<file path="src/design/merge_pkg.sv">
/*
  Widths, counts and vector types shared by the read-side
  front end of the merge sorter
*/
package merge_pkg;

  ////////////////////
  // Beat geometry
  ////////////////////
  localparam int NUM_CH = 4;             // Read channels
  localparam int LANES  = 4;             // Keys per beat
  localparam int KEY_W  = 16;
  localparam int BEAT_W = LANES * KEY_W; // 64 bits, lane 0 low
  localparam int ID_W   = 2;
  localparam int RUN_W  = 8;

  ////////////////////
  // Buffering and flow control
  ////////////////////
  localparam int FIFO_DEPTH  = 16;
  localparam int PTR_W       = $clog2(FIFO_DEPTH);
  localparam int CNT_W       = PTR_W + 1;     // Holds 0 .. FIFO_DEPTH
  localparam int SORT_STAGES = 3;

  // Entries that must stay free while rready is high:
  // presort stages, tagger register and the beat being accepted
  localparam int CREDIT_SLACK = SORT_STAGES + 2;

  ////////////////////
  // Vector types
  ////////////////////
  typedef logic [KEY_W-1:0]  key_t;
  typedef logic [BEAT_W-1:0] beat_t;
  typedef logic [ID_W-1:0]   ch_id_t;
  typedef logic [RUN_W-1:0]  run_cnt_t;
  typedef logic [CNT_W-1:0]  fifo_cnt_t;

endpackage
</file>
<file path="src/design/beat_if.sv">
/*
  One tagged beat moving between pipeline stages
*/
`timescale 1ns/100ps

interface beat_if;

  logic               valid;  // No ready, pipeline never stalls
  merge_pkg::beat_t   data;
  merge_pkg::ch_id_t  id;
  logic               last;   // Run-end mark

  modport src (
    output valid,
    output data,
    output id,
    output last
  );

  modport dst (
    input valid,
    input data,
    input id,
    input last
  );

endinterface

</file>
<file path="src/design/merge_frontend_top.sv">
/*
  Read-side front end top: run tagger, presort pipeline
  and channel FIFO bank
*/
`timescale 1ns/100ps

module merge_frontend_top (
  input  logic                                     aclk,
  input  logic                                     arst_n,
  // Control
  input  logic                                     start,
  input  merge_pkg::run_cnt_t                      run_beats,
  // Read-data channel
  input  logic                                     rvalid,
  output logic                                     rready,
  input  merge_pkg::beat_t                         rdata,
  input  merge_pkg::ch_id_t                        rid,
  input  logic                                     rlast,
  // Per-channel output streams
  output logic [merge_pkg::NUM_CH-1:0]             out_tvalid,
  input  logic [merge_pkg::NUM_CH-1:0]             out_tready,
  output merge_pkg::beat_t [merge_pkg::NUM_CH-1:0] out_tdata,
  output logic [merge_pkg::NUM_CH-1:0]             out_tlast
);

  beat_if tag_beat ();   // Tagger to presort
  beat_if sort_beat ();  // Presort to FIFO bank

  ////////////////////
  // Run tagging
  ////////////////////
  run_tagger u_run_tagger (
    .aclk      (aclk),
    .arst_n    (arst_n),
    .start     (start),
    .run_beats (run_beats),
    .rvalid    (rvalid),
    .rready    (rready),
    .rdata     (rdata),
    .rid       (rid),
    .rlast     (rlast),
    .tag_out   (tag_beat.src)
  );

  ////////////////////
  // Presort
  ////////////////////
  beat_presort u_beat_presort (
    .aclk     (aclk),
    .arst_n   (arst_n),
    .in_beat  (tag_beat.dst),
    .out_beat (sort_beat.src)
  );

  ////////////////////
  // Buffering
  ////////////////////
  // FIFO credit drives rready straight
  channel_fifo_bank u_channel_fifo_bank (
    .aclk       (aclk),
    .arst_n     (arst_n),
    .in_beat    (sort_beat.dst),
    .out_tvalid (out_tvalid),
    .out_tready (out_tready),
    .out_tdata  (out_tdata),
    .out_tlast  (out_tlast),
    .space_ok   (rready)
  );

endmodule

</file>
<file path="src/design/channel_fifo_bank.sv">
/*
  Channel demultiplexer, four channel FIFOs and the credit
  check behind read-data ready
*/
`timescale 1ns/100ps

module channel_fifo_bank (
  input  logic                                     aclk,
  input  logic                                     arst_n,
  beat_if.dst                                      in_beat,
  output logic [merge_pkg::NUM_CH-1:0]             out_tvalid,
  input  logic [merge_pkg::NUM_CH-1:0]             out_tready,
  output merge_pkg::beat_t [merge_pkg::NUM_CH-1:0] out_tdata,
  output logic [merge_pkg::NUM_CH-1:0]             out_tlast,
  output logic                                     space_ok
);

  logic [merge_pkg::NUM_CH-1:0] ch_wr;
  merge_pkg::fifo_cnt_t         ch_count [merge_pkg::NUM_CH];

  ////////////////////
  // Per-channel buffers
  ////////////////////
  for (genvar ch = 0; ch < merge_pkg::NUM_CH; ch++) begin : g_ch
    assign ch_wr[ch] = in_beat.valid && (in_beat.id == merge_pkg::ch_id_t'(ch));

    stream_fifo u_stream_fifo (
      .aclk     (aclk),
      .arst_n   (arst_n),
      .wr_en    (ch_wr[ch]),
      .wr_data  (in_beat.data),
      .wr_last  (in_beat.last),
      .rd_valid (out_tvalid[ch]),
      .rd_ready (out_tready[ch]),
      .rd_data  (out_tdata[ch]),
      .rd_last  (out_tlast[ch]),
      .count    (ch_count[ch])
    );
  end

  ////////////////////
  // Credit check
  ////////////////////
  // Any FIFO past the threshold stops new beats, in-flight ones still fit
  always_comb begin
    space_ok = 1'b1;
    for (int i = 0; i < merge_pkg::NUM_CH; i++) begin
      if (ch_count[i] >
          merge_pkg::fifo_cnt_t'(merge_pkg::FIFO_DEPTH - merge_pkg::CREDIT_SLACK)) begin
        space_ok = 1'b0;
      end
    end
  end

endmodule

</file>
<file path="src/design/stream_fifo.sv">
/*
  Show-ahead synchronous FIFO for one channel, beat plus last bit
*/
`timescale 1ns/100ps

module stream_fifo (
  input  logic                 aclk,
  input  logic                 arst_n,
  input  logic                 wr_en,
  input  merge_pkg::beat_t     wr_data,
  input  logic                 wr_last,
  output logic                 rd_valid,
  input  logic                 rd_ready,
  output merge_pkg::beat_t     rd_data,
  output logic                 rd_last,
  output merge_pkg::fifo_cnt_t count
);

  merge_pkg::beat_t          mem_data [merge_pkg::FIFO_DEPTH];
  logic                      mem_last [merge_pkg::FIFO_DEPTH];
  logic [merge_pkg::PTR_W-1:0] wr_ptr;
  logic [merge_pkg::PTR_W-1:0] rd_ptr;
  merge_pkg::fifo_cnt_t      count_q;
  logic                      full;
  logic                      do_wr;
  logic                      do_rd;

  assign full     = (count_q == merge_pkg::fifo_cnt_t'(merge_pkg::FIFO_DEPTH));
  assign do_wr    = wr_en & ~full;
  assign rd_valid = (count_q != '0);
  assign do_rd    = rd_valid & rd_ready;

  always_ff @(posedge aclk) begin
    if (do_wr) begin
      mem_data[wr_ptr] <= wr_data;
      mem_last[wr_ptr] <= wr_last;
    end
  end

  // Pointers wrap on their own, depth is a power of two
  always_ff @(posedge aclk or negedge arst_n) begin
    if (!arst_n) begin
      wr_ptr  <= '0;
      rd_ptr  <= '0;
      count_q <= '0;
    end else begin
      if (do_wr) wr_ptr <= wr_ptr + 1'b1;
      if (do_rd) rd_ptr <= rd_ptr + 1'b1;
      case ({do_wr, do_rd})
        2'b10:   count_q <= count_q + 1'b1;
        2'b01:   count_q <= count_q - 1'b1;
        default: count_q <= count_q;  // Idle or both
      endcase
    end
  end

  // Head entry shown while not empty
  assign rd_data = mem_data[rd_ptr];
  assign rd_last = mem_last[rd_ptr];
  assign count   = count_q;

endmodule

</file>
<file path="src/design/beat_presort.sv">
/*
  Three-layer pipelined sorting network for the four keys of
  a beat, with id, mark and valid carried in step
*/
`timescale 1ns/100ps

module beat_presort (
  input  logic aclk,
  input  logic arst_n,
  beat_if.dst  in_beat,
  beat_if.src  out_beat
);

  merge_pkg::key_t   in_key [merge_pkg::LANES];
  merge_pkg::key_t   l1_key [merge_pkg::LANES];
  merge_pkg::key_t   l2_key [merge_pkg::LANES];
  merge_pkg::key_t   l3_key [merge_pkg::LANES];
  merge_pkg::beat_t  sorted_data;

  logic [merge_pkg::SORT_STAGES-1:0] vld_pipe;
  logic [merge_pkg::SORT_STAGES-1:0] last_pipe;
  merge_pkg::ch_id_t                 id_pipe [merge_pkg::SORT_STAGES];

  function automatic merge_pkg::key_t key_min(merge_pkg::key_t a, merge_pkg::key_t b);
    return (a < b) ? a : b;
  endfunction

  function automatic merge_pkg::key_t key_max(merge_pkg::key_t a, merge_pkg::key_t b);
    return (a < b) ? b : a;
  endfunction

  always_comb begin
    for (int i = 0; i < merge_pkg::LANES; i++) begin
      in_key[i] = in_beat.data[i*merge_pkg::KEY_W +: merge_pkg::KEY_W];
    end
  end

  ////////////////////
  // Compare-exchange layers
  ////////////////////
  always_ff @(posedge aclk) begin
    // Layer 1 sorts the pairs (0,1) and (2,3)
    l1_key[0] <= key_min(in_key[0], in_key[1]);
    l1_key[1] <= key_max(in_key[0], in_key[1]);
    l1_key[2] <= key_min(in_key[2], in_key[3]);
    l1_key[3] <= key_max(in_key[2], in_key[3]);
    // Layer 2 settles global min and max
    l2_key[0] <= key_min(l1_key[0], l1_key[2]);
    l2_key[2] <= key_max(l1_key[0], l1_key[2]);
    l2_key[1] <= key_min(l1_key[1], l1_key[3]);
    l2_key[3] <= key_max(l1_key[1], l1_key[3]);
    // Layer 3 orders the middle pair
    l3_key[0] <= l2_key[0];
    l3_key[1] <= key_min(l2_key[1], l2_key[2]);
    l3_key[2] <= key_max(l2_key[1], l2_key[2]);
    l3_key[3] <= l2_key[3];
  end

  ////////////////////
  // Side-band pipe
  ////////////////////
  always_ff @(posedge aclk or negedge arst_n) begin
    if (!arst_n) begin
      vld_pipe <= '0;
    end else begin
      vld_pipe <= {vld_pipe[merge_pkg::SORT_STAGES-2:0], in_beat.valid};
    end
  end

  always_ff @(posedge aclk) begin
    last_pipe  <= {last_pipe[merge_pkg::SORT_STAGES-2:0], in_beat.last};
    id_pipe[0] <= in_beat.id;
    for (int s = 1; s < merge_pkg::SORT_STAGES; s++) begin
      id_pipe[s] <= id_pipe[s-1];
    end
  end

  always_comb begin
    for (int i = 0; i < merge_pkg::LANES; i++) begin
      sorted_data[i*merge_pkg::KEY_W +: merge_pkg::KEY_W] = l3_key[i];  // Smallest in lane 0
    end
  end

  assign out_beat.valid = vld_pipe[merge_pkg::SORT_STAGES-1];
  assign out_beat.data  = sorted_data;
  assign out_beat.id    = id_pipe[merge_pkg::SORT_STAGES-1];
  assign out_beat.last  = last_pipe[merge_pkg::SORT_STAGES-1];

endmodule

</file>
<file path="src/design/run_tagger.sv">
/*
  Per-channel run counters and the input register that
  attaches the run-end mark to each accepted beat
*/
`timescale 1ns/100ps

module run_tagger (
  input  logic                aclk,
  input  logic                arst_n,
  input  logic                start,
  input  merge_pkg::run_cnt_t run_beats,
  input  logic                rvalid,
  input  logic                rready,
  input  merge_pkg::beat_t    rdata,
  input  merge_pkg::ch_id_t   rid,
  input  logic                rlast,
  beat_if.src                 tag_out
);

  logic                accept;
  logic                run_end;
  merge_pkg::run_cnt_t cur_cnt;
  merge_pkg::run_cnt_t run_cnt [merge_pkg::NUM_CH];

  assign accept = rvalid & rready;

  // A start pulse restarts the count for a beat on the same cycle too
  assign cur_cnt = start ? '0 : run_cnt[rid];

  // run_beats of 0 leaves run ends to rlast alone
  assign run_end = (run_beats != '0) &&
                   (cur_cnt == merge_pkg::run_cnt_t'(run_beats - 1'b1));

  ////////////////////
  // Run counters
  ////////////////////
  always_ff @(posedge aclk or negedge arst_n) begin
    if (!arst_n) begin
      for (int i = 0; i < merge_pkg::NUM_CH; i++) begin
        run_cnt[i] <= '0;
      end
    end else begin
      for (int i = 0; i < merge_pkg::NUM_CH; i++) begin
        if (accept && (rid == merge_pkg::ch_id_t'(i))) begin
          run_cnt[i] <= run_end ? '0 : cur_cnt + 1'b1;  // Wrap at run length
        end else if (start) begin
          run_cnt[i] <= '0;
        end
      end
    end
  end

  ////////////////////
  // Beat register
  ////////////////////
  always_ff @(posedge aclk or negedge arst_n) begin
    if (!arst_n) begin
      tag_out.valid <= 1'b0;
    end else begin
      tag_out.valid <= accept;
    end
  end

  always_ff @(posedge aclk) begin
    if (accept) begin
      tag_out.data <= rdata;
      tag_out.id   <= rid;
      tag_out.last <= rlast | run_end;  // Burst end or full run
    end
  end

endmodule

</file>
<file path="config.mk">
export PLATFORM = sky130hd
export DESIGN_NAME = merge_frontend_top
export DESIGN_NICKNAME = d
export VERILOG_FILES = /design/src/design/merge_pkg.sv /design/src/design/beat_if.sv /design/src/design/merge_frontend_top.sv /design/src/design/channel_fifo_bank.sv /design/src/design/stream_fifo.sv /design/src/design/beat_presort.sv /design/src/design/run_tagger.sv
export SDC_FILE = /design/constraint.sdc
export NUM_CORES = 2
export LEC_CHECK = 0
export BUFFER_PORTS_ARGS = -buffer_cell sky130_fd_sc_hd__buf_2
export CAP_MARGIN = 20
export CORE_MARGIN = 5
export CORE_UTILIZATION = 34
export DETAILED_ROUTE_END_ITERATION = 6
export PLACE_DENSITY_LB_ADDON = 0.15
export SYNTH_ARGS = -nofsm -noshare
export SYNTH_HDL_FRONTEND = slang
export SYNTH_HIERARCHICAL = 1
export SYNTH_MEMORY_MAX_BITS = 65536
export SYNTH_SLANG_ARGS = --single-unit
</file>
<file path="constraint.sdc">
create_clock -name aclk -period 7.7 [get_ports aclk]
set_input_delay 0.77 -clock aclk [delete_from_list [all_inputs] [get_ports aclk]]
set_output_delay 0.77 -clock aclk [all_outputs]
set_load 0.02 [all_outputs]
</file>
# Word level (Yosys, flattened, before mapping)
# Memories as Yosys holds them, arrays and structs flattened.
# Cells that the tools add are included.
dict set report classes {
  addsub 18
  muxes 36
  reduce_logical 24
  order_cmp 10
  n_bitwise 15
  n_eq_ne 19
}
# cell n
set op_table {}
lappend op_table {{$mux W16} 10}
lappend op_table {{$lt A16 B16 Y1} 5}
lappend op_table {{$mux W8} 9}
lappend op_table {{$pmux W5 S2} 4}
lappend op_table {{$add A4 B1 Y4 const B} 8}
lappend op_table {{$add A5 B1 Y5 const B} 4}
lappend op_table {{$eq A5 B5 Y1 const B} 4}
lappend op_table {{$gt A5 B4 Y1 const B} 4}
lappend op_table {{$reduce_bool A5 Y1} 4}
lappend op_table {{$sub A5 B1 Y5 const B} 4}
lappend op_table {{$bmux W8 S2} 1}
lappend op_table {{$eq A2 B2 Y1 const B} 8}
lappend op_table {{$reduce_bool A2 Y1} 8}
lappend op_table {{$eq A2 B1 Y1 const B} 6}
lappend op_table {{$mux W1} 12}
lappend op_table {{$and A1 B1 Y1} 9}
lappend op_table {{$logic_and A1 B1 Y1} 9}
lappend op_table {{$add A8 B1 Y8 const B} 1}
lappend op_table {{$eq A8 B8 Y1} 1}
lappend op_table {{$reduce_bool A8 Y1} 1}
lappend op_table {{$sub A8 B1 Y8 const B} 1}
lappend op_table {{$logic_not A2 Y1} 2}
lappend op_table {{$not A1 Y1} 4}
lappend op_table {{$ge A3 B3 Y1 const B} 1}
lappend op_table {{2 further kinds} 2}
dict set report totals {
  reg_bits 158
  word_cells 156
  output_inout_bits 265
  ram_bits 4358
  input_bits 83
  n_memories 12
}
# name words word_bits rd rd_ports_with_merged_regs wr line_no
set memory_table {}
lappend memory_table {{u_channel_fifo_bank.g_ch[0].u_stream_fifo.mem_data} 16 64 1 0 1 stream_fifo.sv:19} ;# merge_pkg::beat_t mem_data [merge_pkg::FIFO_DEPTH];
lappend memory_table {{u_channel_fifo_bank.g_ch[1].u_stream_fifo.mem_data} 16 64 1 0 1 stream_fifo.sv:19}
lappend memory_table {{u_channel_fifo_bank.g_ch[2].u_stream_fifo.mem_data} 16 64 1 0 1 stream_fifo.sv:19}
lappend memory_table {{u_channel_fifo_bank.g_ch[3].u_stream_fifo.mem_data} 16 64 1 0 1 stream_fifo.sv:19}
lappend memory_table {u_beat_presort.l1_key 4 16 4 0 4 beat_presort.sv:15} ;# merge_pkg::key_t l1_key [merge_pkg::LANES];
lappend memory_table {u_beat_presort.l2_key 4 16 4 0 4 beat_presort.sv:16} ;# merge_pkg::key_t l2_key [merge_pkg::LANES];
lappend memory_table {{+6 memories} - - - - - -}

# Depth between registers and ports, before layout
dict set report logic_depth {
  depth_word 9
  depth_mapped 11
  depth_no_buf 10
}

# Hierarchy
# Netlist, hierarchy kept.
# mod area_each_um2 seq_area_each_um2 cells_per_inst n_inst
set modules_own_cells {}
lappend modules_own_cells {{stream_fifo at u_channel_fifo_bank.g_ch[0].u_stream_fifo ...} 40635.2 31555.3 1952 2}
lappend modules_own_cells {{stream_fifo at u_channel_fifo_bank.g_ch[2].u_stream_fifo ...} 40586.4 31555.3 1952 2}
lappend modules_own_cells {beat_presort 8429.3 4098.9 637 1}
lappend modules_own_cells {run_tagger 4267.8 2837.7 288 1}
lappend modules_own_cells {channel_fifo_bank 57.6 0.0 9 1}

# Worst setup path before layout
# OpenSTA, ideal clock, no wires.
dict set report synth_timing {
  path_kind {reg-to-reg}
  from {mem u_beat_presort/id_pipe[0][5] in the netlist's numbering}
  to {mem u_channel_fifo_bank/g_ch[0].u_stream_fifo/mem_data[3][0] in the netlist's numbering, enable pin}
  n_path_buf 1
  stages_incl_launch_ff 6
  t_arrival_ns 5.507
  required_ns 7.132
  setup_ns 0.568
  period_less_slack_ns 6.075
  slack_ns 1.625
  path_cell_list {dfxtp_1 buf_4 nor3b_1 a21boi_2 nand2_1 nor3_1}
}
# item line_no
set synth_rtl {}
lappend synth_rtl {{start: declaration} beat_presort.sv:22} ;# merge_pkg::ch_id_t id_pipe [merge_pkg::SORT_STAGES];
lappend synth_rtl {{end: declaration} stream_fifo.sv:19}

==> results.md <==
* Clock Skew at 0.0637 ns
* Post-CTS sizing at 0
* CTS root buf: clkbuf_16
* Predominant post-synthesis flop cell: edfxtp_1
* Slew headroom at 21.1%
* Post-synth top area cell: edfxtp_1
* Seq cells post-synth at 4516
* TritonRoute pass-1 iters at 6
* Crit-path max FO at 70
* Least-Margin Pin Slew at 1.18 ns
* Pleak at 67.0 nW
* Mapped Area at 175000 µm²
* Die Wd at 728 µm
* Final Hold Viols at 0
* Max-slew violations at 0
* Clk_lat worst skew at 1.02 ns
* First-pass GRT wire length at 701 mm
* Most frequent cells in the layout: 4227 x edfxtp_1, 1044 x mux2i_1, 528 x mux4_2
* Post-synth EDFFs at 4227
* Fraction of registers with async set/reset at 1.95%
* Critical Path RT at 6.93 ns
* Vias in the first global route at 90154
* Reg-to-reg slack, setup at 3.74 ns
* Clock slew at reported path FFs at 0.06 ns
* Post-synth cell types at 78
* Grt ovf at 0
* GRT Overall Usage at 18.5%
* Core ar. at 513000 µm²
* # Max-Cap Violations at 0
* Via count at 87935
* Mapped Nets at 8942
* Fraction of layout cells with a size suffix above 1 at 22.4%
* Hold buffers post-CTS at 66
* Avg Inst Size Synth at 20.0 µm²
* Post-CTS Repair Setup Buffers at 0
* RSZ-0062 raised after global routing: false
* Share of the synthesized area in the top cell type at 72.5%
* Commonest non-fill, non-tap cell in the layout: edfxtp_1
* Fin nets at 9604
* Num CTS Buffers at 476
* Area Growth Syn to Fin at 14.7%
* RD Place Congestion at 0.743
* Maximum vdd drop at 0.331 mV
* Die area at 530000 µm²
* Final setup fails at 0
* Data arrival time of the worst path at 4.79 ns
* Post-route cell area at 201000 µm²
* Initial core utilization at 34.1%
* CTS Sinks at 4516
* Run status: finished, final reports clean
* Critical Path End Type: output pin
* Routed vias/inst at 5.30
* Yosys warns at 6
* HP Class: in2reg
* Die extent in y at 728 µm
* Synth area leaders: edfxtp_1 72%, mux4_2 6.8%, mux2i_1 6.0%
* Setup_tns at 0 ns
* Post-synthesis sequential area ratio at 76.0%
* Post-DP Area at 185000 µm²
* Io pins at 348
* Antenna violations before repair at 51
* Multi-input logic area at 38700 µm²
* Avg WL per Cell at 30.3 µm
* Post-Syn Instances at 8742
* CTS tree: done
* CTS max path bufs at 4
* P per Cell Area at 389 nW/µm²
* Sequential Area at 133000 µm²
* I/O Buffers at 347
* Largest net degree at the start of global routing at 133
* Row count at 263
* Period utilization at 72.2%
* Post-DP HPWL at 270 mm
* Remaining DRCs at 0
* Final ANT Viol Nets at 0
* Highest clock rate at 0.180 GHz
* DRT iter0 DRCs at 8014
* Fillers at 45980
* Worst setup SP type: flip-flop
* Critical path type: reg2out
* H-tree depth at 5
* Min Tclk post-route at 5.56 ns
* Total power at 78.2 mW
* Routed WL at 503 mm
worst max-delay path: stages, from the launching register on:
cell and delay [ns]:
dfrtp_4 0.82, and2_4 0.93, buf_4 0.84, a221oi_1 0.26, a22oi_1 0.23, nand2_1 0.26
buf_2 0.25
logic make-up after synthesis:
| group | Yosys count | share of synthesized area, % |
|---|---|---|
| flops | 4516 | 76.0 |
| simple gates | 541 | 1.37 |
| xor+xnor | 52 | 0.276 |
| mux | 1740 | 14.0 |
| fa+ha+maj | 117 | 0.853 |
| compound gates | 1191 | 5.27 |
| buf+inv | 585 | 2.20 |
metal layers:
layer	up-vias	GRT usage [%]	share of wire [%]	wire [µm]
li1	37619	-	-	-
met1	47201	25.6	44	220000
met2	2489	31.2	49	245000
met3	626	2.20	5.0	25300
met4	0	4.56	2.5	12600
met5	-	0	0	0
synthesized netlist by cell type, types with 40 or more instances:
master	number
a221oi_1	480
a221oi_2	40
a22oi_1	262
buf_2	58
buf_4	78
buf_6	140
clkbuf_1	159
dfrtp_1	88
dfxtp_1	201
edfxtp_1	4227
ha_1	113
inv_1	102
mux2_2	78
mux2_4	90
mux2i_1	1044
mux4_2	528
nand2_1	333
nand3_1	43
nor2_1	62
o21ai_0	284
sequential cells by signal (all words and copies together) (netlist names):
name                                             flops
u_beat_presort/id_pipe                               6
u_beat_presort/l1_key                               64
u_beat_presort/l2_key                               64
u_beat_presort/l3_key                               64
u_beat_presort/last_pipe                             3
u_beat_presort/vld_pipe                              3
u_channel_fifo_bank/g_ch.u_stream_fifo/count        20
u_channel_fifo_bank/g_ch.u_stream_fifo/mem_data   4096
u_channel_fifo_bank/g_ch.u_stream_fifo/mem_last     64
u_channel_fifo_bank/g_ch.u_stream_fifo/rd_ptr       16
u_channel_fifo_bank/g_ch.u_stream_fifo/wr_ptr       16
u_run_tagger/run_cnt                                32
u_run_tagger/tag_out.data                           64
u_run_tagger/tag_out.id                              2
u_run_tagger/tag_out.last                            1
u_run_tagger/tag_out.valid                           1
path summary, 6_finish.rpt:
kind | start | end | cells past startpoint
max | flip-flop | out_tdata[125] | 6
min in group asynchronous | arst_n | asynchronous set/reset pin | 2
max in group asynchronous | arst_n | asynchronous set/reset pin | 3
min | start | u_run_tagger/run_cnt[23] | 2
min reg2reg | u_beat_presort/l2_key[0][11] | u_beat_presort/l3_key[0][11] | 0
max reg2reg | u_beat_presort/id_pipe[0][4] | flip-flop | 5
metrics by stage:
step	setup WS, ns	hold slack [ns]	util (%)	std cells
after floorplan	1.63	0.310	-	8742
after global placement	3.19	0.311	36.0	15611
after detailed placement	3.19	0.312	36.0	15614
after CTS	2.06	0.0921	39.1	16567
after global routing	1.87	0.155	39.1	16575
final	2.14	0.214	39.1	16604
where the power goes:
group	switching (mW)	internal, mW
combinational	16.3	7.90
sequential	1.53	29.8
clock	9.56	13.1
total	27.4	50.8
area by class of cell:
class | instances | share of cell area (%)
inverters | 103 | 0.195
flip-flops and latches | 4516 | 66.3
clock buffers | 623 | 6.35
multi-input cells | 3641 | 19.2
repair buffers | 666 | 2.30
well taps | 6757 | 4.21
clock inverters | 264 | 1.31
diodes | 34 | 0.0423
No activity file was read; power rests on OpenSTA's default activity.
